$ cat config.mk
export PLATFORM = sky130hd
export DESIGN_NAME = cpu_control
export DESIGN_NICKNAME = d
export VERILOG_FILES = /design/src/design/mcpu_pkg.sv /design/src/design/cpu_control.sv
export VERILOG_INCLUDE_DIRS = /design/src /design/src/design
export SDC_FILE = /design/constraint.sdc
export NUM_CORES = 1
export LEC_CHECK = 0
export BUFFER_PORTS_ARGS = -buffer_cell sky130_fd_sc_hd__buf_2
export CAP_MARGIN = 20
export CORE_AREA = 2 2 39 41
export DETAILED_ROUTE_END_ITERATION = 8
export DIE_AREA = 0 0 41 43
export HOLD_SLACK_MARGIN = 0.02
export PLACE_DENSITY = 0.56
export SLEW_MARGIN = 25
export SYNTH_ARGS = -nofsm -noshare
export SYNTH_HDL_FRONTEND = slang
export SYNTH_SLANG_ARGS = --single-unit
$ cat constraint.sdc
create_clock -name i_clk -period 2.2 [get_ports i_clk]
set_clock_uncertainty 0.15 [all_clocks]
set_input_delay 0.11 -clock i_clk [delete_from_list [all_inputs] [get_ports i_clk]]
set_output_delay 0.11 -clock i_clk [all_outputs]
set_load 0.01 [all_outputs]
$ cat src/design/mcpu_defines.svh
`ifndef MCPU_DEFINES_SVH
`define MCPU_DEFINES_SVH

// data and instruction width
`define MCPU_WORD_W 16

// unified program/data memory, in words
`define MCPU_MEM_DEPTH 256

// general purpose registers, the last one is the link register
`define MCPU_NUM_REGS 8

// first fetch address
`define MCPU_RESET_PC 0

`endif

$ cat src/design/mcpu_pkg.sv
`default_nettype none

`include "mcpu_defines.svh"

package mcpu_pkg;

  typedef logic [`MCPU_WORD_W-1:0] word_t;
  typedef logic [$clog2(`MCPU_MEM_DEPTH)-1:0] mem_addr_t;
  typedef logic [$clog2(`MCPU_NUM_REGS)-1:0] reg_idx_t;

  // bit 4 marks the immediate form
  typedef logic [4:0] ir_op_t;
  typedef logic [1:0] pc_sel_t;
  typedef logic [2:0] rf_sel_t;

  localparam pc_sel_t PC_SEL_RX  = 2'd0;
  localparam pc_sel_t PC_SEL_INC = 2'd1;
  localparam pc_sel_t PC_SEL_REL = 2'd2;

  localparam rf_sel_t RF_SEL_IMM = 3'd0;
  localparam rf_sel_t RF_SEL_HI  = 3'd1;
  localparam rf_sel_t RF_SEL_ALU = 3'd2;
  localparam rf_sel_t RF_SEL_RET = 3'd3;
  localparam rf_sel_t RF_SEL_MEM = 3'd4;
  localparam rf_sel_t RF_SEL_RY  = 3'd5;

  localparam logic [3:0] OP_MV   = 4'h0;
  localparam logic [3:0] OP_ADD  = 4'h1;
  localparam logic [3:0] OP_SUB  = 4'h2;
  localparam logic [3:0] OP_CMP  = 4'h3;
  localparam logic [3:0] OP_LD   = 4'h4;
  localparam logic [3:0] OP_ST   = 4'h5;
  localparam logic [3:0] OP_MVHI = 4'h6;
  localparam logic [3:0] OP_J    = 4'h8;
  localparam logic [3:0] OP_JZ   = 4'h9;
  localparam logic [3:0] OP_JN   = 4'hA;
  localparam logic [3:0] OP_CALL = 4'hC;

  // callr and call leave the return address here
  localparam reg_idx_t LINK_REG = reg_idx_t'(`MCPU_NUM_REGS - 1);

endpackage

`default_nettype wire

$ cat src/design/cpu_control.sv
`timescale 1ns/100ps
`default_nettype none

module cpu_control (
  input  wire                 i_clk,
  input  wire                 i_reset,

  output logic                o_mem_rd,
  output logic                o_mem_wr,
  output logic                o_mem_addr_sel,

  output mcpu_pkg::pc_sel_t   o_pc_sel,
  output logic                o_pc_ld,

  input  wire mcpu_pkg::ir_op_t i_ir,
  output logic                o_ir_ld,

  output mcpu_pkg::rf_sel_t   o_rf_sel,
  output logic                o_rf_write,
  output logic                o_rf_addr_w_sel,

  input  wire                 i_alu_n,
  input  wire                 i_alu_z,
  output logic                o_alu_n_ld,
  output logic                o_alu_z_ld,
  output logic                o_alu_b_sel,
  output logic                o_alu_op
);

  import mcpu_pkg::*;

  typedef enum logic [1:0] {
    FETCH,
    LD_IR,
    EXECUTE,
    MEM_LD
  } state_t;

  state_t  state;
  state_t  state_next;
  logic    imm_op;
  pc_sel_t jump_sel;

  assign imm_op = i_ir[4];

  // immediate form jumps relative to the pc, register form to rx
  assign jump_sel = imm_op ? PC_SEL_REL : PC_SEL_RX;

  always_ff @(posedge i_clk or posedge i_reset) begin
    if (i_reset) begin
      state <= FETCH;
    end else begin
      state <= state_next;
    end
  end

  always_comb begin
    state_next      = state;
    o_mem_rd        = 1'b0;
    o_mem_wr        = 1'b0;
    o_mem_addr_sel  = 1'b0;
    o_pc_sel        = PC_SEL_RX;
    o_pc_ld         = 1'b0;
    o_ir_ld         = 1'b0;
    o_rf_sel        = RF_SEL_IMM;
    o_rf_write      = 1'b0;
    o_rf_addr_w_sel = 1'b0;
    o_alu_n_ld      = 1'b0;
    o_alu_z_ld      = 1'b0;
    o_alu_b_sel     = 1'b0;
    o_alu_op        = 1'b0;

    case (state)
      FETCH: begin
        state_next = LD_IR;
        o_mem_rd   = 1'b1;
      end

      LD_IR: begin
        state_next = EXECUTE;
        o_ir_ld    = 1'b1;
      end

      EXECUTE: begin
        // every instruction updates the pc here
        state_next = FETCH;
        o_pc_ld    = 1'b1;
        o_pc_sel   = PC_SEL_INC;

        case (i_ir[3:0])
          OP_MV: begin
            o_rf_write = 1'b1;
            o_rf_sel   = imm_op ? RF_SEL_IMM : RF_SEL_RY;
          end
          OP_ADD, OP_SUB: begin
            o_rf_sel    = RF_SEL_ALU;
            o_rf_write  = 1'b1;
            o_alu_n_ld  = 1'b1;
            o_alu_z_ld  = 1'b1;
            o_alu_op    = (i_ir[3:0] == OP_SUB);
            o_alu_b_sel = !imm_op;
          end
          OP_CMP: begin
            // subtract for flags only
            o_alu_n_ld  = 1'b1;
            o_alu_z_ld  = 1'b1;
            o_alu_op    = 1'b1;
            o_alu_b_sel = !imm_op;
          end
          OP_LD: begin
            state_next     = MEM_LD;
            o_mem_rd       = 1'b1;
            o_mem_addr_sel = 1'b1;
          end
          OP_ST: begin
            o_mem_wr       = 1'b1;
            o_mem_addr_sel = 1'b1;
          end
          OP_MVHI: begin
            o_rf_sel   = RF_SEL_HI;
            o_rf_write = 1'b1;
          end
          OP_J: begin
            o_pc_sel = jump_sel;
          end
          OP_JZ: begin
            if (i_alu_z) begin
              o_pc_sel = jump_sel;
            end
          end
          OP_JN: begin
            if (i_alu_n) begin
              o_pc_sel = jump_sel;
            end
          end
          OP_CALL: begin
            o_pc_sel        = jump_sel;
            o_rf_sel        = RF_SEL_RET;
            o_rf_write      = 1'b1;
            o_rf_addr_w_sel = 1'b1;
          end
          default: begin
            // unknown opcodes fall through to a jump via rx
            o_pc_sel = PC_SEL_RX;
          end
        endcase
      end

      MEM_LD: begin
        state_next = FETCH;
        o_rf_sel   = RF_SEL_MEM;
        o_rf_write = 1'b1;
      end
    endcase
  end

  // memory has a single port shared by reads and writes
  a_mem_rd_wr_excl: assert property (
    @(posedge i_clk) disable iff (i_reset)
    !(o_mem_rd && o_mem_wr)
  );

  // no instruction longer than ld
  a_fetch_recurs: assert property (
    @(posedge i_clk) disable iff (i_reset)
    (state == FETCH) |-> ##[1:4] (state == FETCH)
  );

endmodule

`default_nettype wire

# Word-level counts from Yosys, hierarchy flattened
# Index checks and enable logic that the tools add are counted.
# Widths: inputs -> output; s select.
# word_totals
ff_bits,2
wordCells,51
# op_classes
eq_ne,13
muxes,28
n_reduce_logical,9
# ops
op,n
$eq 4x4->1 const B,4
$pmux 2 s4,2
$mux 1,15
$eq 4x3->1 const B,3
$pmux 3 s4,1
$mux 2,5
$eq 4x2->1 const B,2
$reduce_or 7->1,1
$pmux 1 s2,3
$pmux 3 s2,1
$reduce_or 2->1,3
$reduce_or 5->1,1
$eq 2x2->1 const B,2
$eq 4x1->1 const B,1
$logic_not 4->1,1
$mux 3,1
$reduce_or 3->1,1
$eq 2x1->1 const B,1
$logic_not 2->1,1
$logic_not 1->1,1

# Logic depth before layout (Yosys ltp)
# Gate-level depths: netlist of the first run.
# logic_depth
ltp_word,4
mapped_depth,5
depth_no_buf,5

# Worst setup path after synthesis of the first run
# OpenSTA, ideal clock, no wires.
# synth_timing
path_kind,flip-flop to output port
startpoint,register state[0]
endpoint,output o_alu_z_ld
arrival_time_ns,1.357
required_ns,1.940
path_slack_ns,0.583
path_stages_with_launch,5
n_path_buf,1
path_cell_list,dfrtp_1 inv_1 nand2_1 nor4_1 buf_4
# synth_between
elab_chain_len,2
# synth_lines
item,line_no,rtl
from (decl),cpu_control.sv:39,state_t state;
from (signal assigned),cpu_control.sv:53,state <= state_next;
$eq 2x2->1,--,
$mux 1,--,
to (decl),cpu_control.sv:25,"output logic o_alu_z_ld,"
# No other way between the ends.

# Final worst setup path of the first run
# layout_timing
startpoint,register state[0]
endpoint,output o_alu_z_ld
# layout_between
elab_chain_len,2
# layout_lines
item,line_no,rtl
$eq 2x2->1,cpu_control.sv:73,case (state)
$mux 1,cpu_control.sv:73,
# No other way between the ends.

==> results of run 1 <==
==> placed cells by master (no fill, tap or decap) <==
cell type / instances
a211o_1: 1
a21oi_1: 4
a22o_1: 1
a31oi_1: 3
buf_2: 24
clkbuf_4: 3
dfrtp_1: 2
dlygate4sd3_1: 1
inv_1: 4
nand2_1: 2
nand2b_1: 4
nand3_1: 1
nand3b_1: 1
nor2_1: 4
nor2b_1: 1
nor3_1: 4
nor3b_1: 2
nor4_1: 1
nor4b_1: 1
o2111a_1: 1
o21a_1: 1
o21ai_0: 1
o21bai_1: 1
or2b_1: 1
or3_1: 2
or4b_1: 1
==> per-layer routing <==
metal | global-route usage [%] | routed length [um] | vias to the layer above
met5 | 0 | 0 | -
met4 | 8.00 | 0 | 0
met3 | 3.66 | 77 | 0
met2 | 18.4 | 465 | 16
met1 | 14.1 | 405 | 182
li1 | - | - | 224
==> path summary, 6_finish.rpt <==
check                           startpoint    endpoint  slack [ns]
worst max-delay path              state[0]  o_alu_z_ld        0.43
worst min-delay path               i_reset    state[1]        0.13
worst max register to register    state[0]    state[1]        1.05
worst min register to register    state[0]    state[0]        0.32
max in group asynchronous          i_reset    state[0]        1.66
min in group i_clk                 i_ir[0]    state[1]        0.27
==> area by class of cell <==
type                    instances  area [sq um]  area share, %
multi-input cells              38           234           49.6
repair buffers                 25           130           27.6
flip-flops and latches          2          50.0           10.6
clock buffers                   3          22.5           4.77
well taps                      16          20.0           4.24
inverters                       4          15.0           3.18
==> power by group through the flow <==
stage                     logic [mW]  clock network, mW  registers (mW)
after floorplan                0.132                  0          0.0713
after global placement         0.203                  0          0.0745
after detailed placement       0.203                  0          0.0752
after CTS                      0.206             0.0866          0.0749
after global routing           0.227             0.0909          0.0785
final                          0.203             0.0801          0.0744
==> repair_timing <==
| action | 4_1_cts | 5_1_grt |
|---|---|---|
| setup buffers | 0 | 0 |
| hold endpoints to repair | 2 | 0 |
| hold buffers | 1 | 0 |
==> critical path: cells and delay by family (launching register included) <==
| kind | cells | cell delay [ns] |
|---|---|---|
| buf+inv | 2 | 0.29 |
| flops | 1 | 0.39 |
| simple gates | 2 | 0.61 |
==> per-stage QoR <==
step / total power, mW / setup WS, ns / hold WS [ns] / instance area, sq um
after floorplan: 0.204 / 0.583 / -0.299 / 338
after global placement: 0.278 / 0.657 / -0.192 / 439
after detailed placement: 0.278 / 0.633 / -0.190 / 439
after CTS: 0.367 / 0.388 / 0.113 / 472
after global routing: 0.396 / 0.223 / 0.141 / 472
final: 0.358 / 0.432 / 0.131 / 472
==> logic make-up after synthesis <==
logic type	after synthesis	share of synthesized area, %
flops	2	14.8
simple gates	25	43.3
buf+inv	9	15.9
compound gates	13	25.9
==> impl_metrics.toml, run 1 <==
[synthesis]
synthFlopType = "dfrtp_1"
synth-edff-count = 0
synth.distinct_cells = 27
synth_area_sq_um = 338
yosysWarningCount = 0
yosysTopAreaCellShare_pct = 14.8
ys_async_sr_fraction_pct = 100
synth_area_leader_cell = "dfrtp_1"
synth_commonest_cells = "4 x a21oi_1, 4 x inv_1, 4 x nand2b_1, 4 x nor2_1, 4 x nor3_1"
synth-seq-cells = 2
postSynthAreaPerCell_sq_um = 6.89
syn-num-nets = 58
synth_seq_area_share_pct = 14.8
synth_cells = 49
ys_top_cells_by_area = "dfrtp_1 15%, nand2b_1 7.4%, buf_6 6.7%"

[final_layout]
top_register = "state"
n_antenna_cell = 0
instances_no_fill = 88
largest_registers = "state x2"
fin_util_pct = 34.1
drive_above_1_share_pct = 37.5
areaGrowthSynthToFinish_pct = 39.6
fin_nets = 83
fill_cells = 167
largest_register_ff_count = 2

[power]
powerDensity_nw_per_um2 = 758
vdd_drop_max_uv = 372
combinationalPowerShare_pct = 56.8
power_leakage_nw = 0.245
intPower_uw = 197
p_seq_share_pct = 20.8
power_frac_clock_pct = 22.4
switching_share_pct = 44.8
p_sw_uw = 160

[setup_path]
critical_path_class = "reg -> out"
worstSetupEndpointType = "output pin"
crit_arrival_ns = 1.51
start_kind = "register"
slowest_delay_ns = 0.39
crit_path_max_fanout = 10
crit_chain = "inv_1, nand2_1, nor4_1, buf_2"
cp_slowest_cell = "dfrtp_1"
cp.required_ns = 1.94
reg2reg_depth = 3

[clock_network]
h-tree-depth = 1
clock_latency_ns = 0.22
clk_pin_slew_ns = 0.03
cts_tree = "done"
clock_sink_count = 2
cts_buffers = 3
root_buffer = "clkbuf_4"
clockBufferDepth = 2
cts.repair.resized = 0

[die]
die_x_um = 41
dieArea_sq_um = 1760
ios = 25
core-area_sq_um = 1380
std_cell_rows = 14
initial_utilization_pct = 24.4
die_y_um = 43

[routing]
ant_nets = 0
via_count = 422
drt_iter0_drc = 6
via_per_inst = 4.80
wire_per_inst_um = 10.8
wirelength_um = 948
drc = 0
firstDrtPassIters = 4

[global_routing]
grt_util_all_layers_pct = 12.2
grt_first_pass_wirelength_um = 1470
grt_max_degree = 14
first_global_vias = 371
gr-total-overflow = 0
grt_antenna_before_repair = 0

[timing]
post-route-period-util_pct = 80.4
clock.fmax_ghz = 0.566
slew_headroom_pct = 77.2
tightest_slew_ns = 0.339
slew_violations = 0
rsz0062_at_grt = "false"
hold_viol = 0
period_needed_ns = 1.77
finalSetupViolations = 0
tns_ns = 0

[place]
hpwl_um = 724
placed_cells = 84
place.gp.congestion = 0.661
port_buffers = 24

[hold_path]
holdCritPathClass = "in -> async"

[job]
drv_cap = 0

[run_status]
status = "finished clean"
No activity file was read; power rests on OpenSTA's default activity.
==> inputs of run 2 (changes only) <==
==> constraint.sdc (replaced) <==
create_clock -name i_clk -period 1.8 [get_ports i_clk]
set_clock_uncertainty 0.15 [all_clocks]
set_input_delay 0.09 -clock i_clk [delete_from_list [all_inputs] [get_ports i_clk]]
set_output_delay 0.09 -clock i_clk [all_outputs]
set_load 0.01 [all_outputs]
==> run 2 against run 1 <==
Clock-buffer cell count is the same. Hold slack lost 0.019 ns. Power grew 24%. Non-clock buffer count is the same. Wire length grew 2.4%.
==> impl_metrics.toml, run 2 (same netlist as run 1, synthesis figures left out) <==
[die]
core-area_sq_um = 1380
ios = 25
std_cell_rows = 14
die_y_um = 43
initial_utilization_pct = 24.4
die_x_um = 41
dieArea_sq_um = 1760

[final_layout]
fin_nets = 83
largest_register_ff_count = 2
final_common_cell = "buf_2"
largest_registers = "state x2"
top_register = "state"
areaGrowthSynthToFinish_pct = 42.2
n_antenna_cell = 0
fill_cells = 164
drive_above_1_share_pct = 40.3

[timing]
finalSetupViolations = 0
slew_headroom_pct = 80.9
rsz0062_at_grt = "false"
period_needed_ns = 1.59
slew_violations = 0
tightest_slew_ns = 0.286
hold_ws_ns = 0.113
tns_ns = 0
post-route-period-util_pct = 88.6
hold_viol = 0
clock.fmax_ghz = 0.627

[power]
powerDensity_nw_per_um2 = 927
vdd_drop_max_uv = 378
total_power_uw = 445
power_leakage_nw = 0.246

[setup_path]
crit_arrival_ns = 1.35
slowest_delay_ns = 0.39
cp_slowest_cell = "dfrtp_1"
crit_path_max_fanout = 10
worstSetupEndpointType = "output pin"
start_kind = "register"
cp.required_ns = 1.56
cpLargestDelayFamily = "flip-flops"
crit_chain = "inv_1, nand2_2, inv_1, o21ai_0, a31oi_1, buf_2"
critical_path_class = "reg -> out"
cp_common_cell = "inv_1"
worst-path-buf-inv = 3

[routing]
drt_iter0_drc = 2
firstDrtPassIters = 4
wire_per_inst_um = 11.0
ant_nets = 0
via_per_inst = 4.82
wirelength_um = 971
via_count = 424
drc = 0

[global_routing]
first_global_vias = 403
gr-total-overflow = 0
grt_max_degree = 14
grt_antenna_before_repair = 0
grt_util_all_layers_pct = 12.9
grt_first_pass_wirelength_um = 1530

[place]
hpwl_um = 724
port_buffers = 24
place.gp.congestion = 0.660

[clock_network]
clock_sink_count = 2
cts_buffers = 3
clk_pin_slew_ns = 0.03
clockBufferDepth = 2
clock_latency_ns = 0.22
root_buffer = "clkbuf_4"
post-cts-setup-buffer-count = 0
cts_tree = "done"
h-tree-depth = 1

[job]
drv_cap = 0

[hold_path]
holdCritPathClass = "in -> async"

[run_status]
status = "finished clean"
-- run 2: cell types whose count changed in the layout (fill, tap and decap cells not counted) --
cell	delta
nor4_2	+1
nand2_1	-1
nand2_2	+1
nor4_1	-1
-- run 2: worst min-delay path, delay by kind of cell --
| kind | cells | cell delay [ns] |
|---|---|---|
| buffers and inverters | 3 | 0.72 |
-- run 2: path summary, 6_finish.rpt --
path,endpoint,from,depth (start not counted),slack [ns]
min reg2reg,state[0],state[0],1,0.32
min,state[1],i_reset,3,0.11
max,o_pc_sel[0],state[0],6,0.21
min in group i_clk,state[1],i_ir[0],4,0.26
max reg2reg,state[1],state[0],3,0.76
max in group asynchronous,state[0],i_reset,3,1.28
-- run 2: metal layers --
layer,GRT usage [%],part of all wire [%],up-vias,routed length (um)
li1,-,-,220,-
met1,15.4,46,188,451
met2,19.4,48,16,462
met3,3.14,6.0,0,58
met4,8.00,0,0,0
met5,0,0,-,0
-- run 2: through the flow --
stage / worst slack, ns / utilization, % / area (sq um) / instances
6_report: 0.206 / 34.7 / 480 / 88
5_1_grt: 0.0423 / 34.7 / 480 / 88
4_1_cts: 0.00912 / 34.1 / 472 / 88
3_5_place_dp: 0.249 / 31.7 / 439 / 84
3_3_place_gp: 0.280 / 31.7 / 439 / 84
2_1_floorplan: 0.203 / - / 338 / 49
-- run 2: where the power goes --
part,switching [mW],leakage (nW),internal (mW)
registers,0.0265,0.0247,0.0668
clock network,0.0239,0.0138,0.0734
logic,0.151,0.208,0.104
total,0.201,0.246,0.244
-- run 2: final cells by class --
| type | count | area, sq um | share of cell area [%] |
|---|---|---|---|
| timing repair buffer | 25 | 130 | 27.1 |
| multi-input combinational | 38 | 243 | 50.5 |
| tap | 16 | 20.0 | 4.17 |
| clock buffer | 3 | 22.5 | 4.69 |
| inverter | 4 | 15.0 | 3.12 |
| sequential | 2 | 50.0 | 10.4 |
-- run 2: what timing repair did --
item	CTS	global route
hold endpoints to repair	2	0
hold buffers	1	0
setup endpoints to repair	0	4
gates resized for setup	0	2
==> inputs of run 3 (changes only) <==
--- a/config.mk
+++ b/config.mk
@@ -8,11 +8,13 @@
 export LEC_CHECK = 0
 export BUFFER_PORTS_ARGS = -buffer_cell sky130_fd_sc_hd__buf_2
 export CAP_MARGIN = 20
-export CORE_AREA = 2 2 39 41
+export CELL_PAD_IN_SITES_DETAIL_PLACEMENT = 1
+export CELL_PAD_IN_SITES_GLOBAL_PLACEMENT = 1
+export CORE_MARGIN = 2
+export CORE_UTILIZATION = 24
 export DETAILED_ROUTE_END_ITERATION = 8
-export DIE_AREA = 0 0 41 43
 export HOLD_SLACK_MARGIN = 0.02
-export PLACE_DENSITY = 0.56
+export PLACE_DENSITY = 0.76
 export SLEW_MARGIN = 25
 export SYNTH_ARGS = -nofsm -noshare
 export SYNTH_HDL_FRONTEND = slang
==> run 3 against run 2 <==
Sequential power is 3.3% higher. Core utilization grew 2.1 points. Via count is 6.8% higher. Register-to-register slack lost 0.04 ns. Clock power is 2.4% higher. Hold slack gained 0.036 ns. Sequential share of layout area barely moved. Sequential cell count did not move. Critical path depth unchanged. Final area down 0.26%. Non-clock buffer count stayed put. Wire length up 21%. Critical path type unchanged.
==> impl_metrics.toml, run 3 (same netlist as run 1, synthesis figures left out) <==
[routing]
ant_nets = 0
drt_iter0_drc = 1
via_count = 453
wirelength_um = 1170
wire_per_inst_um = 13.5
via_per_inst = 5.21
drc = 0
firstDrtPassIters = 4

[final_layout]
top_register = "state"
largest_registers = "state x2"
drive_above_1_share_pct = 40.3
areaGrowthSynthToFinish_pct = 41.9
n_antenna_cell = 0
final_common_cell = "buf_2"
fin_util_pct = 36.8
fin_nets = 83
largest_register_ff_count = 2

[timing]
clock.fmax_ghz = 0.613
finalSetupViolations = 0
tightest_slew_ns = 0.300
rsz0062_at_grt = "false"
slew_headroom_pct = 79.9
tns_ns = 0
post-route-period-util_pct = 90.7
period_needed_ns = 1.63
hold_viol = 0
slew_violations = 0

[global_routing]
first_global_vias = 430
grt_antenna_before_repair = 0
gr-total-overflow = 0
met3_usage_pct = 3.48
grt_first_pass_wirelength_um = 1840
grt_util_all_layers_pct = 13.4
use_met2_pct = 24.4
busiest_layer = "met2"
grt_max_degree = 14
grt_util_met1_pct = 15.0

[clock_network]
clock_sink_count = 2
cts_buffers = 3
h-tree-depth = 1
cts_tree = "done"
post-cts-setup-buffer-count = 0
clockBufferDepth = 2
root_buffer = "clkbuf_4"
clock_latency_ns = 0.23
clk_pin_slew_ns = 0.03

[run_status]
status = "finished clean"

[setup_path]
worstSetupEndpointType = "output pin"
crit_arrival_ns = 1.39
crit_path_max_fanout = 10
start_kind = "register"
critical_path_class = "reg -> out"
cp.required_ns = 1.56

[place]
place.gp.congestion = 0.767
hpwl_um = 808
port_buffers = 24

[power]
powerDensity_nw_per_um2 = 957
vdd_drop_max_uv = 325
total_power_uw = 459
power_leakage_nw = 0.246

[hold_path]
holdCritPathClass = "in -> async"

[die]
ios = 25
die_x_um = 41.5
die_y_um = 41.5
std_cell_rows = 13
core-area_sq_um = 1300
initial_utilization_pct = 26.0
dieArea_sq_um = 1720

[job]
drv_cap = 0
==> run 3: cell counts in the layout (fill, tap and decap cells not counted) <==
Identical to the previous run, type by type.
==> run 3: metrics by stage <==
step	setup WS [ns]	instance area (sq um)	instances	hold WS, ns
finish	0.168	479	87	0.148
detailed placement	0.291	438	83	-0.201
global placement	0.359	438	83	-0.208
CTS	0.0482	470	87	0.136
global route	0.0240	479	87	0.158
floorplan	0.203	338	49	-0.319
==> run 3: metal layers <==
| metal | vias to the layer above | wire length [um] |
|---|---|---|
| met1 | 210 | 458 |
| met2 | 21 | 629 |
| met3 | 0 | 84 |
| met5 | - | 0 |
| li1 | 222 | - |
| met4 | 0 | 0 |
==> run 3: cell type report <==
class / instances / area [sq um]
Clock buffer: 3 / 22.5
Fill cell: 183 / 822
Inverter: 4 / 15.0
Multi-Input combinational cell: 38 / 243
Sequential cell: 2 / 50.0
Tap cell: 15 / 18.8
Timing Repair Buffer: 25 / 130
==> run 3: worst paths after layout <==
path / slack [ns] / start / endpoint / cells past startpoint
max: 0.17 / state[0] / o_pc_sel[0] / 6
min: 0.15 / i_reset / state[0] / 3
max reg2reg: 0.72 / state[0] / state[1] / 3
min reg2reg: 0.35 / state[0] / state[0] / 1
max in group asynchronous: 1.22 / i_reset / state[1] / 3
min in group i_clk: 0.27 / i_ir[0] / state[1] / 4
==> run 3: power by group <==
group          internal (mW)  leakage, nW  total, mW  switching [mW]
sequential            0.0668       0.0247     0.0965          0.0298
clock                 0.0736       0.0138     0.0996          0.0260
combinational          0.104        0.208      0.262           0.158
==> run 3: timing repair <==
action                                  in CTS  in global routing
hold buffers                                 1                  0
resized for setup                            0                  2
endpoints found under the setup margin       0                  3
endpoints found under the hold margin        2                  0
==> run 3: worst max-delay path, stage by stage, from the launching register on <==
cell,delay [ns]
dfrtp_1,0.40
inv_1,0.12
nand2_2,0.15
inv_1,0.13
o21ai_0,0.09
a31oi_1,0.13
buf_2,0.14
